### config.mk
export PLATFORM = sky130hd
export DESIGN_NAME = divCluster
export DESIGN_NICKNAME = d
export VERILOG_FILES = /design/src/source/coreTypes.sv /design/src/source/divTypes.sv /design/src/source/divUopIf.sv /design/src/source/resultIf.sv /design/src/source/divCluster.sv /design/src/source/divIssueQueue.sv /design/src/source/nonRestoringDivider.sv
export SDC_FILE = /design/constraint.sdc
export NUM_CORES = 1
export LEC_CHECK = 0
export BUFFER_PORTS_ARGS = -buffer_cell sky130_fd_sc_hd__buf_2
export CAP_MARGIN = 20
export CORE_UTILIZATION = 55
export DETAILED_ROUTE_END_ITERATION = 7
export PLACE_DENSITY = 0.72
export REMOVE_ABC_BUFFERS = 1
export SLEW_MARGIN = 20
export SYNTH_ARGS = -nofsm -noshare
export SYNTH_HDL_FRONTEND = slang
export SYNTH_HIERARCHICAL = 1
export SYNTH_SLANG_ARGS = --single-unit
### constraint.sdc
create_clock -name clk -period 9.6 [get_ports clk]
set_clock_uncertainty 0.05 [all_clocks]
set_input_delay 0.48 -clock clk [delete_from_list [all_inputs] [get_ports clk]]
set_output_delay 0.48 -clock clk [all_outputs]
set_load 0.02 [all_outputs]
### src/source/coreTypes.sv
`default_nettype none

package coreTypes;

    // sequence numbers wrap, so age is decided by the signed distance
    localparam int sqnWidth = 7;

    typedef logic [sqnWidth-1:0] SqN;

    // physical destination tag
    typedef logic [5:0] Tag;

    // architectural destination register
    typedef logic [4:0] RegName;

    // ~~~~~~~~~~~~~~~~~~~~~~~~~~~~~~
    // age rule shared by the back end
    // ~~~~~~~~~~~~~~~~~~~~~~~~~~~~~~

    // true when a is strictly younger than b
    function automatic logic isYounger(input SqN a, input SqN b);
        SqN diff;
        diff = a - b;
        return $signed(diff) > 0;
    endfunction

endpackage

`default_nettype wire

### src/source/divTypes.sv
`default_nettype none

package divTypes;

    // quotient and remainder, signed and unsigned
    typedef enum logic [1:0] {
        divS,
        divU,
        remS,
        remU
    } DivOp;

    // flagsDivZero marks a zero divisor
    typedef enum logic [1:0] {
        flagsNone,
        flagsDivZero
    } ResFlags;

    // one quotient bit per iteration
    localparam int iterations = 32;

    // counter must also hold the final value
    localparam int cntWidth = $clog2(iterations) + 1;
    localparam logic [cntWidth-1:0] finalCount = cntWidth'(iterations);

endpackage

`default_nettype wire

### src/source/divUopIf.sv
`timescale 1ns/1ps
`default_nettype none

// one divide micro-op, queue to divider
interface divUopIf;

    logic valid;
    divTypes::DivOp op;
    logic [31:0] srcA;
    logic [31:0] srcB;
    coreTypes::SqN sqN;
    coreTypes::Tag tagDst;
    coreTypes::RegName nmDst;

    modport issue (
        output valid, op, srcA, srcB, sqN, tagDst, nmDst
    );

    modport exec (
        input valid, op, srcA, srcB, sqN, tagDst, nmDst
    );

endinterface

`default_nettype wire

### src/source/resultIf.sv
`timescale 1ns/1ps
`default_nettype none

// finished result, valid is a single-cycle strobe
interface resultIf;

    logic valid;
    logic [31:0] result;
    coreTypes::SqN sqN;
    coreTypes::Tag tagDst;
    coreTypes::RegName nmDst;
    divTypes::ResFlags flags;

    modport src (
        output valid, result, sqN, tagDst, nmDst, flags
    );

    modport sink (
        input valid, result, sqN, tagDst, nmDst, flags
    );

endinterface

`default_nettype wire

### src/source/divCluster.sv
`timescale 1ns/1ps
`default_nettype none

module divCluster #(
    parameter int queueDepth = 4
) (
    input wire clk,
    input wire rst,

    // dispatch
    input wire dispValid,
    input wire divTypes::DivOp dispOp,
    input wire [31:0] dispSrcA,
    input wire [31:0] dispSrcB,
    input wire coreTypes::SqN dispSqN,
    input wire coreTypes::Tag dispTagDst,
    input wire coreTypes::RegName dispNmDst,
    output logic dispFull,

    input wire branchTaken,
    input wire coreTypes::SqN branchSqN,

    // writeback, no back-pressure
    output logic resValid,
    output logic [31:0] resData,
    output coreTypes::SqN resSqN,
    output coreTypes::Tag resTagDst,
    output coreTypes::RegName resNmDst,
    output divTypes::ResFlags resFlags
);

    logic divBusy;

    divUopIf uopBus ();
    resultIf resBus ();

    divIssueQueue #(
        .queueDepth(queueDepth)
    ) divIssueQueue_inst (
        .clk(clk),
        .rst(rst),
        .inValid(dispValid),
        .inOp(dispOp),
        .inSrcA(dispSrcA),
        .inSrcB(dispSrcB),
        .inSqN(dispSqN),
        .inTagDst(dispTagDst),
        .inNmDst(dispNmDst),
        .branchTaken(branchTaken),
        .branchSqN(branchSqN),
        .busy(divBusy),
        .full(dispFull),
        .issue(uopBus.issue)
    );

    nonRestoringDivider nonRestoringDivider_inst (
        .clk(clk),
        .rst(rst),
        .branchTaken(branchTaken),
        .branchSqN(branchSqN),
        .uop(uopBus.exec),
        .res(resBus.src),
        .busy(divBusy)
    );

    assign resValid = resBus.valid;
    assign resData = resBus.result;
    assign resSqN = resBus.sqN;
    assign resTagDst = resBus.tagDst;
    assign resNmDst = resBus.nmDst;
    assign resFlags = resBus.flags;

endmodule

`default_nettype wire

### src/source/divIssueQueue.sv
`timescale 1ns/1ps
`default_nettype none

module divIssueQueue #(
    parameter int queueDepth = 4
) (
    input wire clk,
    input wire rst,

    input wire inValid,
    input wire divTypes::DivOp inOp,
    input wire [31:0] inSrcA,
    input wire [31:0] inSrcB,
    input wire coreTypes::SqN inSqN,
    input wire coreTypes::Tag inTagDst,
    input wire coreTypes::RegName inNmDst,

    input wire branchTaken,
    input wire coreTypes::SqN branchSqN,

    input wire busy,
    output logic full,

    divUopIf.issue issue
);

    localparam int ptrWidth = $clog2(queueDepth);
    localparam int countWidth = $clog2(queueDepth + 1);

    // entry storage, oldest at rdPtr
    divTypes::DivOp opQ [queueDepth];
    logic [31:0] srcAQ [queueDepth];
    logic [31:0] srcBQ [queueDepth];
    coreTypes::SqN sqNQ [queueDepth];
    coreTypes::Tag tagQ [queueDepth];
    coreTypes::RegName nmQ [queueDepth];

    logic [ptrWidth-1:0] rdPtr;
    logic [ptrWidth-1:0] wrPtr;
    logic [ptrWidth-1:0] wrBase;
    logic [countWidth-1:0] count;
    logic [countWidth-1:0] keep;
    logic doWrite;
    logic doIssue;

    // slot that lies offset entries after base, depth need not be a power of two
    function automatic logic [ptrWidth-1:0] slotAt(
        input logic [ptrWidth-1:0] base,
        input int offset
    );
        int sum;
        sum = int'(base) + offset;
        if (sum >= queueDepth) begin
            sum = sum - queueDepth;
        end
        return ptrWidth'(sum);
    endfunction

    // ~~~~~~~~~~~~~~~~~~~~~~~~~~~~~~
    // branch flush
    // ~~~~~~~~~~~~~~~~~~~~~~~~~~~~~~

    // entries are in age order, so the first younger one cuts the queue
    always_comb begin
        keep = count;
        wrBase = wrPtr;
        if (branchTaken) begin
            for (int i = queueDepth - 1; i >= 0; i--) begin
                if (i < int'(count) &&
                        coreTypes::isYounger(sqNQ[slotAt(rdPtr, i)], branchSqN)) begin
                    keep = countWidth'(i);
                    wrBase = slotAt(rdPtr, i);
                end
            end
        end
    end

    assign full = (count == countWidth'(queueDepth));

    // a dispatch already younger than the branch is dropped
    assign doWrite = inValid && !full &&
        !(branchTaken && coreTypes::isYounger(inSqN, branchSqN));

    // head must survive the flush; one issue per free divider slot
    assign doIssue = (keep != '0) && !busy && !issue.valid;

    always_ff @(posedge clk) begin
        if (doWrite) begin
            opQ[wrBase] <= inOp;
            srcAQ[wrBase] <= inSrcA;
            srcBQ[wrBase] <= inSrcB;
            sqNQ[wrBase] <= inSqN;
            tagQ[wrBase] <= inTagDst;
            nmQ[wrBase] <= inNmDst;
        end
    end

    always_ff @(posedge clk) begin
        if (!rst) begin
            rdPtr <= '0;
            wrPtr <= '0;
            count <= '0;
            issue.valid <= 1'b0;
        end else begin
            issue.valid <= doIssue;
            if (doIssue) begin
                rdPtr <= slotAt(rdPtr, 1);
            end
            wrPtr <= doWrite ? slotAt(wrBase, 1) : wrBase;
            count <= keep + countWidth'(doWrite) - countWidth'(doIssue);
        end
    end

    // issue payload
    always_ff @(posedge clk) begin
        if (doIssue) begin
            issue.op <= opQ[rdPtr];
            issue.srcA <= srcAQ[rdPtr];
            issue.srcB <= srcBQ[rdPtr];
            issue.sqN <= sqNQ[rdPtr];
            issue.tagDst <= tagQ[rdPtr];
            issue.nmDst <= nmQ[rdPtr];
        end
    end

endmodule

`default_nettype wire

### src/source/nonRestoringDivider.sv
`timescale 1ns/1ps
`default_nettype none

module nonRestoringDivider (
    input wire clk,
    input wire rst,

    input wire branchTaken,
    input wire coreTypes::SqN branchSqN,

    divUopIf.exec uop,
    resultIf.src res,

    output logic busy
);

    localparam int w = divTypes::iterations;

    logic running;
    logic [divTypes::cntWidth-1:0] cnt;

    // partial remainder carries two extra bits for the shifted sign
    logic [w+1:0] rem;
    logic [w-1:0] dvd;
    logic [w-1:0] quo;
    logic [w-1:0] dsr;
    logic [w-1:0] dividend;
    logic invert;
    logic isDivZero;
    logic isOverflow;

    divTypes::DivOp op;
    coreTypes::SqN sqN;
    coreTypes::Tag tagDst;
    coreTypes::RegName nmDst;

    logic signedIn;
    logic [w-1:0] absA;
    logic [w-1:0] absB;
    logic acceptNow;
    logic killRun;
    logic [w+1:0] shifted;
    logic [w+1:0] stepRem;
    logic [w-1:0] quoFix;
    logic [w-1:0] remFix;
    logic isRem;
    logic [w-1:0] finalResult;

    // ~~~~~~~~~~~~~~~~~~~~~~~~~~~~~~
    // operand preparation
    // ~~~~~~~~~~~~~~~~~~~~~~~~~~~~~~

    assign signedIn = (uop.op == divTypes::divS) || (uop.op == divTypes::remS);
    assign absA = (signedIn && uop.srcA[w-1]) ? -uop.srcA : uop.srcA;
    assign absB = (signedIn && uop.srcB[w-1]) ? -uop.srcB : uop.srcB;

    // incoming op killed by a branch sampled at the same edge
    assign acceptNow = uop.valid &&
        !(branchTaken && coreTypes::isYounger(uop.sqN, branchSqN));
    assign killRun = running && branchTaken && coreTypes::isYounger(sqN, branchSqN);

    // free to take a new op at the result edge
    assign busy = running && (cnt < divTypes::finalCount - 1'b1);

    // ~~~~~~~~~~~~~~~~~~~~~~~~~~~~~~
    // iteration step
    // ~~~~~~~~~~~~~~~~~~~~~~~~~~~~~~

    assign shifted = {rem[w:0], dvd[w-1]};
    assign stepRem = rem[w+1] ? (shifted + {2'b0, dsr}) : (shifted - {2'b0, dsr});

    // digits are +1/-1, convert then correct a negative remainder
    assign quoFix = quo - ~quo - {{(w-1){1'b0}}, rem[w+1]};
    assign remFix = rem[w+1] ? (rem[w-1:0] + dsr) : rem[w-1:0];

    assign isRem = (op == divTypes::remS) || (op == divTypes::remU);

    always_comb begin
        if (isDivZero) begin
            finalResult = isRem ? dividend : '1;
        end else if (isOverflow) begin
            finalResult = isRem ? '0 : dividend;
        end else if (isRem) begin
            finalResult = invert ? -remFix : remFix;
        end else begin
            finalResult = invert ? -quoFix : quoFix;
        end
    end

    always_ff @(posedge clk) begin
        if (!rst) begin
            running <= 1'b0;
            cnt <= '0;
            res.valid <= 1'b0;
        end else begin
            res.valid <= 1'b0;

            if (killRun) begin
                running <= 1'b0;
            end else if (running) begin
                if (cnt == divTypes::finalCount) begin
                    running <= 1'b0;
                    res.valid <= 1'b1;
                    res.result <= finalResult;
                    res.sqN <= sqN;
                    res.tagDst <= tagDst;
                    res.nmDst <= nmDst;
                    res.flags <= isDivZero ? divTypes::flagsDivZero : divTypes::flagsNone;
                end else begin
                    rem <= stepRem;
                    dvd <= dvd << 1;
                    quo <= {quo[w-2:0], ~rem[w+1]};
                    cnt <= cnt + 1'b1;
                end
            end

            // may overlap the result edge of the previous op
            if (acceptNow) begin
                running <= 1'b1;
                cnt <= '0;
                rem <= '0;
                dvd <= absA;
                dsr <= absB;
                dividend <= uop.srcA;
                op <= uop.op;
                sqN <= uop.sqN;
                tagDst <= uop.tagDst;
                nmDst <= uop.nmDst;
                isDivZero <= (uop.srcB == '0);
                isOverflow <= signedIn && (uop.srcA == {1'b1, {(w-1){1'b0}}}) &&
                    (uop.srcB == '1);
                case (uop.op)
                    divTypes::divS: invert <= uop.srcA[w-1] ^ uop.srcB[w-1];
                    divTypes::remS: invert <= uop.srcA[w-1];
                    default: invert <= 1'b0;
                endcase
            end
        end
    end

endmodule

`default_nettype wire

Yosys cells after proc, flatten, opt, wreduce, memory -nomap -nowiden. Memories as Yosys holds them, arrays and structs flattened. A register that Yosys moved wholly into a read port is not among the register bits. Cells that the tools add are included.

Bits in writable memories: 336. Memories: 6. Logic and storage cells: 174. Flip-flop bits (word level): 253. Input bits: 95. Output and inout port bits: 54.

Memory list: divIssueQueue_inst.srcAQ (depth 4, width 32, rd ports 1, clocked after Yosys merged registers in 1, wr ports 1, line divIssueQueue.sv:32) `logic [31:0] srcAQ [queueDepth];`; divIssueQueue_inst.srcBQ (depth 4, width 32, rd ports 1, clocked after Yosys merged registers in 1, wr ports 1, line divIssueQueue.sv:33) `logic [31:0] srcBQ [queueDepth];`; divIssueQueue_inst.sqNQ (depth 4, width 7, rd ports 5, clocked after Yosys merged registers in 1, wr ports 1, line divIssueQueue.sv:34) `coreTypes::SqN sqNQ [queueDepth];`; divIssueQueue_inst.tagQ (depth 4, width 6, rd ports 1, clocked after Yosys merged registers in 1, wr ports 1, line divIssueQueue.sv:35) `coreTypes::Tag tagQ [queueDepth];`; divIssueQueue_inst.nmQ (depth 4, width 5, rd ports 1, clocked after Yosys merged registers in 1, wr ports 1, line divIssueQueue.sv:36) `coreTypes::RegName nmQ [queueDepth];`; divIssueQueue_inst.opQ (depth 4, width 2, rd ports 1, clocked after Yosys merged registers in 1, wr ports 1, line divIssueQueue.sv:31) `divTypes::DivOp opQ [queueDepth];`.

Muxes and demuxes: 47. Equal/unequal tests: 9. Bitwise operators: 7. $lt $le $gt $ge: 17. $add $sub $neg: 28. Reduce and logical (&&, ||, !) cells: 36.

Operators with widths (number): 32-bit 2-to-1 mux (14); 34-bit 2-to-1 mux (4); 32-bit negation (4); 32-bit == test (second input constant) (2); 7-bit by 1-bit > comparator with 1-bit output (second input constant) (7); 7-bit subtractor (7); 34-bit by 32-bit adder with 34-bit output (1); 34-bit by 32-bit subtractor with 34-bit output (1); 32-bit adder (1); 32-bit zero test (1); 32-bit NOT (1); 32-bit by 1-bit subtractor with 32-bit output (1); 32-bit subtractor (1); 2-bit 2-to-1 mux (15); 1-bit logical AND (18); 3-bit 2-to-1 mux (5); 3-bit >= comparator (second input constant) (4); 4-bit AND reduction (3); 2-bit by 1-bit subtractor with 2-bit output (second input constant) (5); 1-bit 2-to-1 mux (8); 2-bit by 1-bit adder with 3-bit output (second input constant) (2); 2-bit by 2-bit adder with 3-bit output (second input constant) (2); 6-bit by 1-bit adder with 6-bit output (second input constant) (1); 2-bit == test (second input constant) (3); 21 further kinds (33).

Logic depth before layout (Yosys ltp). Gate-level depths: netlist (run 1). An unclocked memory read counts as a cell.

Word-level depth: 17. Mapped depth: 23. Gate-level depth less buffers: 20.

Hierarchy. Netlist (run 1), hierarchy kept.

By module, submodules not included: divIssueQueue (cells each 839, instances 1, seq. area each 12772.2 µm², area an instance 17200.2 µm²); nonRestoringDivider (cells each 1706, instances 1, seq. area each 7186.9 µm², area an instance 16678.5 µm²).

Worst setup path after synthesis (run 1). OpenSTA, ideal clock, no wires.

Kind: reg-to-reg. Start point: register divIssueQueue_inst.rdPtr[0]. End point: register divIssueQueue_inst.count[2]. Arrival time: 7198 ps. Slack: 2232 ps. Path buffers: 3. Required time: 9429 ps. Cell stages (with the launch flop): 22. Period minus slack after synthesis: 7368 ps. Library setup time: 121 ps. Cells stage by stage: dfxtp_1 -> buf_2 -> clkbuf_1 -> buf_1 -> mux2i_1 -> nand2_1 -> o21ai_0 -> ha_1 -> fa_1 -> nand2b_1 -> a21oi_1 -> xor2_1 -> a211oi_1 -> a211oi_4 -> o41ai_2 -> o21a_1 -> ha_1 -> inv_1 -> ha_1 -> fa_1 -> xor2_1 -> mux2_2.

Cells in the longest elaborated chain, start to end: 17. Elaborated cells between the ends (all ways): 42. Those cells by class: 13 x add/sub; 8 x order compare; 13 x mux; 7 x reduce/logical; 1 x memory.

Ends and longest elaborated chain: from (decl) (line divIssueQueue.sv:38) `logic [ptrWidth-1:0] rdPtr;`; from (signal assigned) (line divIssueQueue.sv:107) `rdPtr <= slotAt(rdPtr, 1);`; 2-bit by 2-bit adder with 3-bit output (line divIssueQueue.sv:52) `sum = int'(base) + offset;`; 3-bit >= comparator or 2-bit by 1-bit subtractor with 2-bit output (tied branches) (line divIssueQueue.sv:53, divIssueQueue.sv:54); 2-bit 2-to-1 mux (line divIssueQueue.sv:53) `if (sum >= queueDepth) begin`; 2-bit 2-to-1 mux (line divIssueQueue.sv:67) `if (branchTaken) begin`; memory 4 x 7 bit *; 7-bit subtractor (line coreTypes.sv:23) `diff = a - b;`; 7-bit by 1-bit > comparator with 1-bit output (line coreTypes.sv:24) `return $signed(diff) > 0;`; 1-bit logical AND (line divIssueQueue.sv:69) `if (i < int'(count) &&`; 3-bit 2-to-1 mux (3 in a row) (line divIssueQueue.sv:69); 3-bit 2-to-1 mux * (line divIssueQueue.sv:69); 3-bit 2-to-1 mux * (line divIssueQueue.sv:67); 3-bit nonzero test * (line divIssueQueue.sv:85) `assign doIssue = (keep != '0) && !busy && !issue.valid;`; 1-bit logical AND * (2 in a row) (line divIssueQueue.sv:85); net divIssueQueue_inst.doIssue (line divIssueQueue.sv:44) `logic doIssue;`; 3-bit by 1-bit subtractor with 3-bit output * (line divIssueQueue.sv:110) `count <= keep + countWidth'(doWrite) - countWidth'(doIssue);`; to (signal assigned) (line divIssueQueue.sv:110); to (decl) (line divIssueQueue.sv:41) `logic [countWidth-1:0] count;`.

Mark *: on every way through the listed nets, which the timed path passes. The rest lies on a longest branch. The select of a mux whose other input is x is not followed. A chain may end at the register's enable or synchronous reset.

Final worst setup path (run 1).
Start point: register divIssueQueue_inst.rdPtr[1]. End point: memory divIssueQueue_inst.srcBQ[1][25], enable pin.

Cells in the longest elaborated chain, start to end: 13. Elaborated cells between the ends (all ways): 37. Those cells by class: 11 x add/sub; 8 x order compare; 13 x mux; 4 x reduce/logical; 1 x memory.

Ends and longest elaborated chain (line): 2-bit by 2-bit adder with 3-bit output (divIssueQueue.sv:52); 3-bit >= comparator or 2-bit by 1-bit subtractor with 2-bit output (tied branches) (divIssueQueue.sv:53, divIssueQueue.sv:54); 2-bit 2-to-1 mux (divIssueQueue.sv:53); 2-bit 2-to-1 mux (divIssueQueue.sv:67); memory 4 x 7 bit; 7-bit subtractor (coreTypes.sv:23); 7-bit by 1-bit > comparator with 1-bit output (coreTypes.sv:24); 1-bit logical AND (divIssueQueue.sv:69); 2-bit 2-to-1 mux (3 in a row) (divIssueQueue.sv:69); 2-bit 2-to-1 mux * (divIssueQueue.sv:69); 2-bit 2-to-1 mux * (divIssueQueue.sv:67); to (decl) (divIssueQueue.sv:33).

Mark *: on every way between the ends. The rest lies on a longest branch, timed or not. The select of a mux whose other input is x is not followed.

==> qor.yml, run 1 <==
route:
  postRouteAntennaNets: 0
  drc_errors: 0
  dr_wl_met2_um: 37200
  viasPerCell: 6.18
  wirelength_um: 78000
  wl_met1_um: 34100
  top_layer: "met5"
  drt_iter0_drc: 1806
  vias: 21785
  route.met3.wl_um: 4640
  drt-pass1-iter-count: 7
  wl_per_cell_um: 22.1
synthesis:
  yosysWarnings: 6
  synth_area_per_cell_um2: 13.3
  synthTopCellsByCount: "edfxtp_1 (654), nor2_1 (174), a21oi_1 (162)"
  synth_cells: 2545
  synth_cell_types: 98
  synth_edf_count: 654
  syn-cell-area_um2: 33900
  yosysTopAreaCellShare_pct: 58.0
  synth.area.top_cells: "edfxtp_1 (58%), mux4_2 (6.4%), ha_1 (4.6%), xnor2_1 (3.0%), xor2_1 (2.6%)"
  seq_area_frac_synth_pct: 58.9
  synth_largest_area_cell: "edfxtp_1"
  yosysMostFrequentCell: "edfxtp_1"
  synth_seq_cells: 670
  async_flop_share_pct: 0
  yosys_most_used_dff: "edfxtp_1"
clock_tree:
  cts_buffers: 71
  cts-root-buf: "clkbuf_16"
  cts.sinks: 670
  clk_pin_slew_ns: 0.06
  cts_setup_buffers: 0
  htree_levels: 3
  cts_tree: "yes"
  cts_buffer_depth: 3
  insertion_delay_ns: 0.61
  cts_resized: 0
  hold_buffers: 0
grt:
  gr-total-overflow: 0
  grt_pass1_wl_um: 122000
  grt.total_usage_pct: 25.0
  grt_max_degree: 77
  grt_pass1_vias: 21429
  antenna_found_initial: 5
placement:
  post-place-ws_ns: 3.46
  io_buffer_count: 147
  place_congestion: 0.891
  place_area_um2: 35400
  dp_cells: 3401
  hpwl_um: 54400
setup_path:
  crit_type: "register to register"
  path_cells: "buf_4 > inv_1 > nor2_1 > a21oi_1 > fa_1 > a21o_1 > a21oi_1 > a21oi_1 > nor4_1 > nor3b_1 > a21o_1 > a22oi_1 > a31o_1 > ha_1 > and2_4 > buf_4"
  cp-end-kind: "register"
  critical_path.max_stage_delay_ns: 0.67
  path_max_fanout: 51
  start_kind: "register"
  path_common_cell: "a21oi_1"
  crit_slowest_cell: "and2_4"
  cp.required_ns: 9.79
  critPathArrivalTime_ns: 6.37
run_status:
  status: "complete, no violations"
die:
  fp-row-count: 90
  die_w_um: 250
  coreArea_um2: 60600
  io_pins: 149
  die_height_um: 250
  dieArea_um2: 62600
  initial_core_util_pct: 55.9
timing:
  rsz0062_at_grt: "no"
  slew_violations: 0
  setup-violations-final: 0
  layout_min_cycle_time_ns: 6.18
  max_slew_margin_pct: 31.3
  layout_setup_ws_ns: 3.42
  worstMarginPinSlew_ns: 1.03
  finalHoldViolCount: 0
  max_freq_mhz: 162
  setup_tns_ns: 0
  hold_ws_ns: 0.0323
  finalCritPeriodShare_pct: 64.3
final_layout:
  drive_above_1_share_pct: 15.9
  fin_cells: 3524
  syn2layout_area_growth_pct: 11.2
  fin_nets: 2921
  fin_util_pct: 62.2
  stdcell_area_um2: 37700
power_and_ir_drop:
  p_leak_nw: 13.2
  irDropWorstVdd_uv: 216
  pwr_density_cell_nw_per_um2: 326
  power_mw: 12.3
run:
  maxCapViolations: 0
hold_path:
  hp-class: "input port to register"
-- worst paths after layout --
check / slack [ns] / cells past startpoint / start / end
worst max-delay path: 3.42 / 16 / divIssueQueue_inst/rdPtr[1] / divIssueQueue_inst/srcBQ[1][25]
worst min-delay path: 0.03 / 1 / dispTagDst[2] / divIssueQueue_inst/tagQ[1][2]
worst max register to register: 3.42 / 16 / divIssueQueue_inst/rdPtr[1] / divIssueQueue_inst/srcBQ[1][25]
worst min register to register: 0.38 / 0 / nonRestoringDivider_inst/nmDst[1] / nonRestoringDivider_inst/res.nmDst[1]
-- placed cells by master, fill, tap and decap left out, drive strengths merged, types with 20 or more instances in the layout --
| cell type | n |
|---|---|
| xor2 | 101 |
| o21ai | 139 |
| or3 | 21 |
| xnor2 | 116 |
| clkinv | 25 |
| nor4 | 23 |
| buf | 170 |
| inv | 93 |
| nand2b | 20 |
| mux4 | 97 |
| edfxtp | 654 |
| o31ai | 36 |
| a21o | 42 |
| mux2i | 22 |
| nand3 | 30 |
| a21oi | 163 |
| clkbuf | 82 |
| ha | 124 |
| a31oi | 26 |
| nor2b | 26 |
| nand4 | 26 |
| and2 | 20 |
| nand2 | 159 |
| nor3 | 56 |
| nor2 | 174 |
-- power by group --
part / switching (mW) / total (mW) / internal [mW]
registers: 0.551 / 4.88 / 4.33
clock network: 1.13 / 2.67 / 1.53
logic: 2.82 / 4.74 / 1.92
-- area by class of cell --
type                    instances  area, um2
repair buffers                170        908
diodes                          1       2.50
fillers                      4523      22900
clock inverters                40        382
well taps                     782        978
multi-input cells            1692      13300
clock buffers                  82       1860
inverters                      87        327
flip-flops and latches        670      20000
-- flip-flops by register name, summed over array words and instances, names as in the netlist, 31 cells and up --
register                             flops
nonRestoringDivider_inst/dvd            32
divIssueQueue_inst/issue.srcB           32
nonRestoringDivider_inst/dividend       32
divIssueQueue_inst/srcBQ               128
divIssueQueue_inst/srcAQ               128
nonRestoringDivider_inst/dsr            32
nonRestoringDivider_inst/res.result     32
divIssueQueue_inst/issue.srcA           32
nonRestoringDivider_inst/quo            31
nonRestoringDivider_inst/rem            34
-- kinds of logic (layout without fill, tap and decap cells) --
| family | Yosys count | in the layout | synth area share [%] |
|---|---|---|---|
| multiplexers | 128 | 128 | 7.41 |
| adder cells (fa/ha/maj) | 134 | 134 | 5.17 |
| flip-flops | 670 | 670 | 58.9 |
| AND/OR/NAND/NOR | 622 | 622 | 9.09 |
| XOR/XNOR | 217 | 217 | 5.61 |
| AO/OA/AOI/OAI | 590 | 590 | 11.7 |
| buffers and inverters | 183 | 379 | 2.08 |
| other | 1 | 2 | 0.0111 |
-- metal layers --
layer,vias to the layer above,global-route usage [%]
li1,10159,-
met1,10751,34.3
met2,725,41.1
met3,142,4.21
met4,8,7.45
met5,-,0
-- critical path: cells and delay by family, from the launching register on --
| kind | cells | cell delay, ns |
|---|---|---|
| and+or+nand+nor | 4 | 1.59 |
| buffers and inverters | 3 | 1.48 |
| AOI/OAI and AO/OA | 7 | 1.33 |
| DFF | 1 | 0.66 |
| adders and majority gates | 2 | 0.63 |
Power figures use the tool's default switching activity.
==> run 2: changes to the inputs <==
- PLACE_DENSITY: 0.72 -> 0.75
- clock period: 9.6 -> 5.6 ns (I/O delays scaled with it)
==> run 2 against run 1 <==
Net effect:
- hold slack improved by 0.035 ns
- first-iteration DRC count grew 12%
- final area is 3.2% higher
- fmax increased by 18%
- worst setup slack worse by 3.0 ns
- largest cell class unchanged
==> qor.yml, run 2 (synthesis gave the netlist of run 1 again) <==
die:
  fp-row-count: 90  # unchanged
  initial_core_util_pct: 55.9  # unchanged
  dieArea_um2: 62600  # unchanged
  io_pins: 149  # unchanged
  die_height_um: 250  # unchanged
  coreArea_um2: 60600  # unchanged
  die_w_um: 250  # unchanged
grt:
  grt_pass1_vias: 21765  # +1.6%
  antenna_found_initial: 2  # -3
  grt_pass1_wl_um: 123000  # +0.85%
  grt.total_usage_pct: 25.1  # +0.11 points
  grt_max_degree: 69  # -10%
  gr-total-overflow: 0  # unchanged
placement:
  dp_cells: 3412  # +0.32%
  place_area_um2: 35600  # +0.48%
  io_buffer_count: 147  # unchanged
  hpwl_um: 53900  # -0.97%
  place_congestion: 0.936  # +5.0%
clock_tree:
  hold_buffers: 84  # +84
  cts.sinks: 670  # unchanged
  clk_pin_slew_ns: 0.06  # about the same
  cts_resized: 0  # unchanged
  cts_tree: "yes"
  cts_buffers: 71  # unchanged
  cts_buffer_depth: 3  # unchanged
  cts_setup_buffers: 0  # unchanged
  insertion_delay_ns: 0.62  # about the same
  cts-root-buf: "clkbuf_16"
  htree_levels: 3  # unchanged
route:
  wl_per_cell_um: 21.6  # -2.2%
  postRouteAntennaNets: 0  # unchanged
  drt_iter0_drc: 2020  # +12%
  viasPerCell: 6.15  # -0.44%
  drt-pass1-iter-count: 6  # -1
  wirelength_um: 78600  # +0.72%
  drc_errors: 0  # unchanged
  vias: 22341  # +2.6%
final_layout:
  layout_common_cells: "edfxtp_1 (654), nor2_1 (173), a21oi_1 (162)"
  final_common_cell: "edfxtp_1"
  syn2layout_area_growth_pct: 14.8
  fin_nets: 3016  # +3.3%
  reg.largest.list: "divIssueQueue_inst/srcAQ x128, divIssueQueue_inst/srcBQ x128, nonRestoringDivider_inst/rem x34"
  fin_cells: 3630  # +3.0%
  fin_util_pct: 64.2  # +2.0 points
  stdcell_area_um2: 38900  # +3.2%
  drive_above_1_share_pct: 16.0  # +0.086 points
timing:
  setup_tns_ns: 0  # unchanged
  slew_violations: 0  # unchanged
  rsz0062_at_grt: "no"
  worstMarginPinSlew_ns: 1.03  # +0.00129 ns
  finalHoldViolCount: 0  # unchanged
  max_freq_mhz: 192  # +18%
  layout_min_cycle_time_ns: 5.21  # -0.962 ns
  max_slew_margin_pct: 31.3  # -0.086 points
  finalCritPeriodShare_pct: 93.1  # +29 points
  setup-violations-final: 0  # unchanged
power_and_ir_drop:
  irDropWorstVdd_uv: 333  # +54%
  pwr_density_cell_nw_per_um2: 553  # +70%
  p_leak_nw: 13.7  # +3.8%
  power_mw: 21.5  # +75%
run:
  maxCapViolations: 0  # unchanged
setup_path:
  crit_type: "register to register"
  crit_slowest_cell: "buf_4"
  path_delay_family: "compound AO/OA/AOI/OAI gates"
  path_max_fanout: 49  # -3.9%
  path_cells: "mux4_2 > inv_1 > ha_1 > fa_1 > nor2b_4 > o2111a_1 > a2111oi_4 > xnor2_1 > a311oi_4 > o21ai_1 > a22oi_2 > o21a_4 > buf_4 > buf_4"
  cp.required_ns: 5.78  # -4.01 ns
  critical_path.max_stage_delay_ns: 0.64  # -0.03 ns
  critPathArrivalTime_ns: 5.40  # -0.97 ns
  cp-end-kind: "register"
  start_kind: "register"
  crit_buf_inv: 3  # unchanged
  path_common_cell: "buf_4"
hold_path:
  hp-class: "input port to register"
run_status:
  status: "complete, no violations"
run 2: final cells by class:
type                            count  area (um2)
Fill cell                        4346       21700
Sequential cell                   670       20000
Multi-Input combinational cell   1692       13300
Clock buffer                       90        1920
Timing Repair Buffer              265        1920
Tap cell                          782         978
Clock inverter                     41         526
Inverter                           87         327
Antenna cell                        3        7.51
run 2: per-stage QoR:
step | hold WS [ns] | worst slack, ns
after global placement | 0.359 | 0.506
after floorplan | 0.329 | -5.09
after CTS | 0.0301 | 0.401
after detailed placement | 0.357 | 0.414
final | 0.0672 | 0.386
after global routing | 0.0509 | 0.0582
run 2: worst min-delay path, delay by kind of cell:
kind / cells / cell delay [ns]
AO/OA/AOI/OAI: 1 / 0.06
AND/OR/NAND/NOR: 1 / 0.11
buffers and inverters: 1 / 0.22
run 2: routing by layer:
layer	global-route usage, %	part of all wire, %
met5	0	0
met4	7.92	2.7
met3	3.75	6.3
met2	41.6	49
met1	34.4	43
run 2: worst paths after layout:
kind	slack [ns]	endpoint	cells after the start	from
min	0.07	divIssueQueue_inst/wrPtr[1]	3	rst
min reg2reg	0.37	nonRestoringDivider_inst/res.tagDst[0]	0	nonRestoringDivider_inst/tagDst[0]
max	0.39	divIssueQueue_inst/issue.srcB[16]	14	divIssueQueue_inst/rdPtr[1]
max reg2reg	0.39	divIssueQueue_inst/issue.srcB[16]	14	divIssueQueue_inst/rdPtr[1]
run 2: power by group:
| part | switching [mW] | internal (mW) |
|---|---|---|
| Clock | 1.98 | 2.88 |
| Sequential | 0.940 | 7.41 |
| Combinational | 4.90 | 3.40 |
| Total | 7.82 | 13.7 |
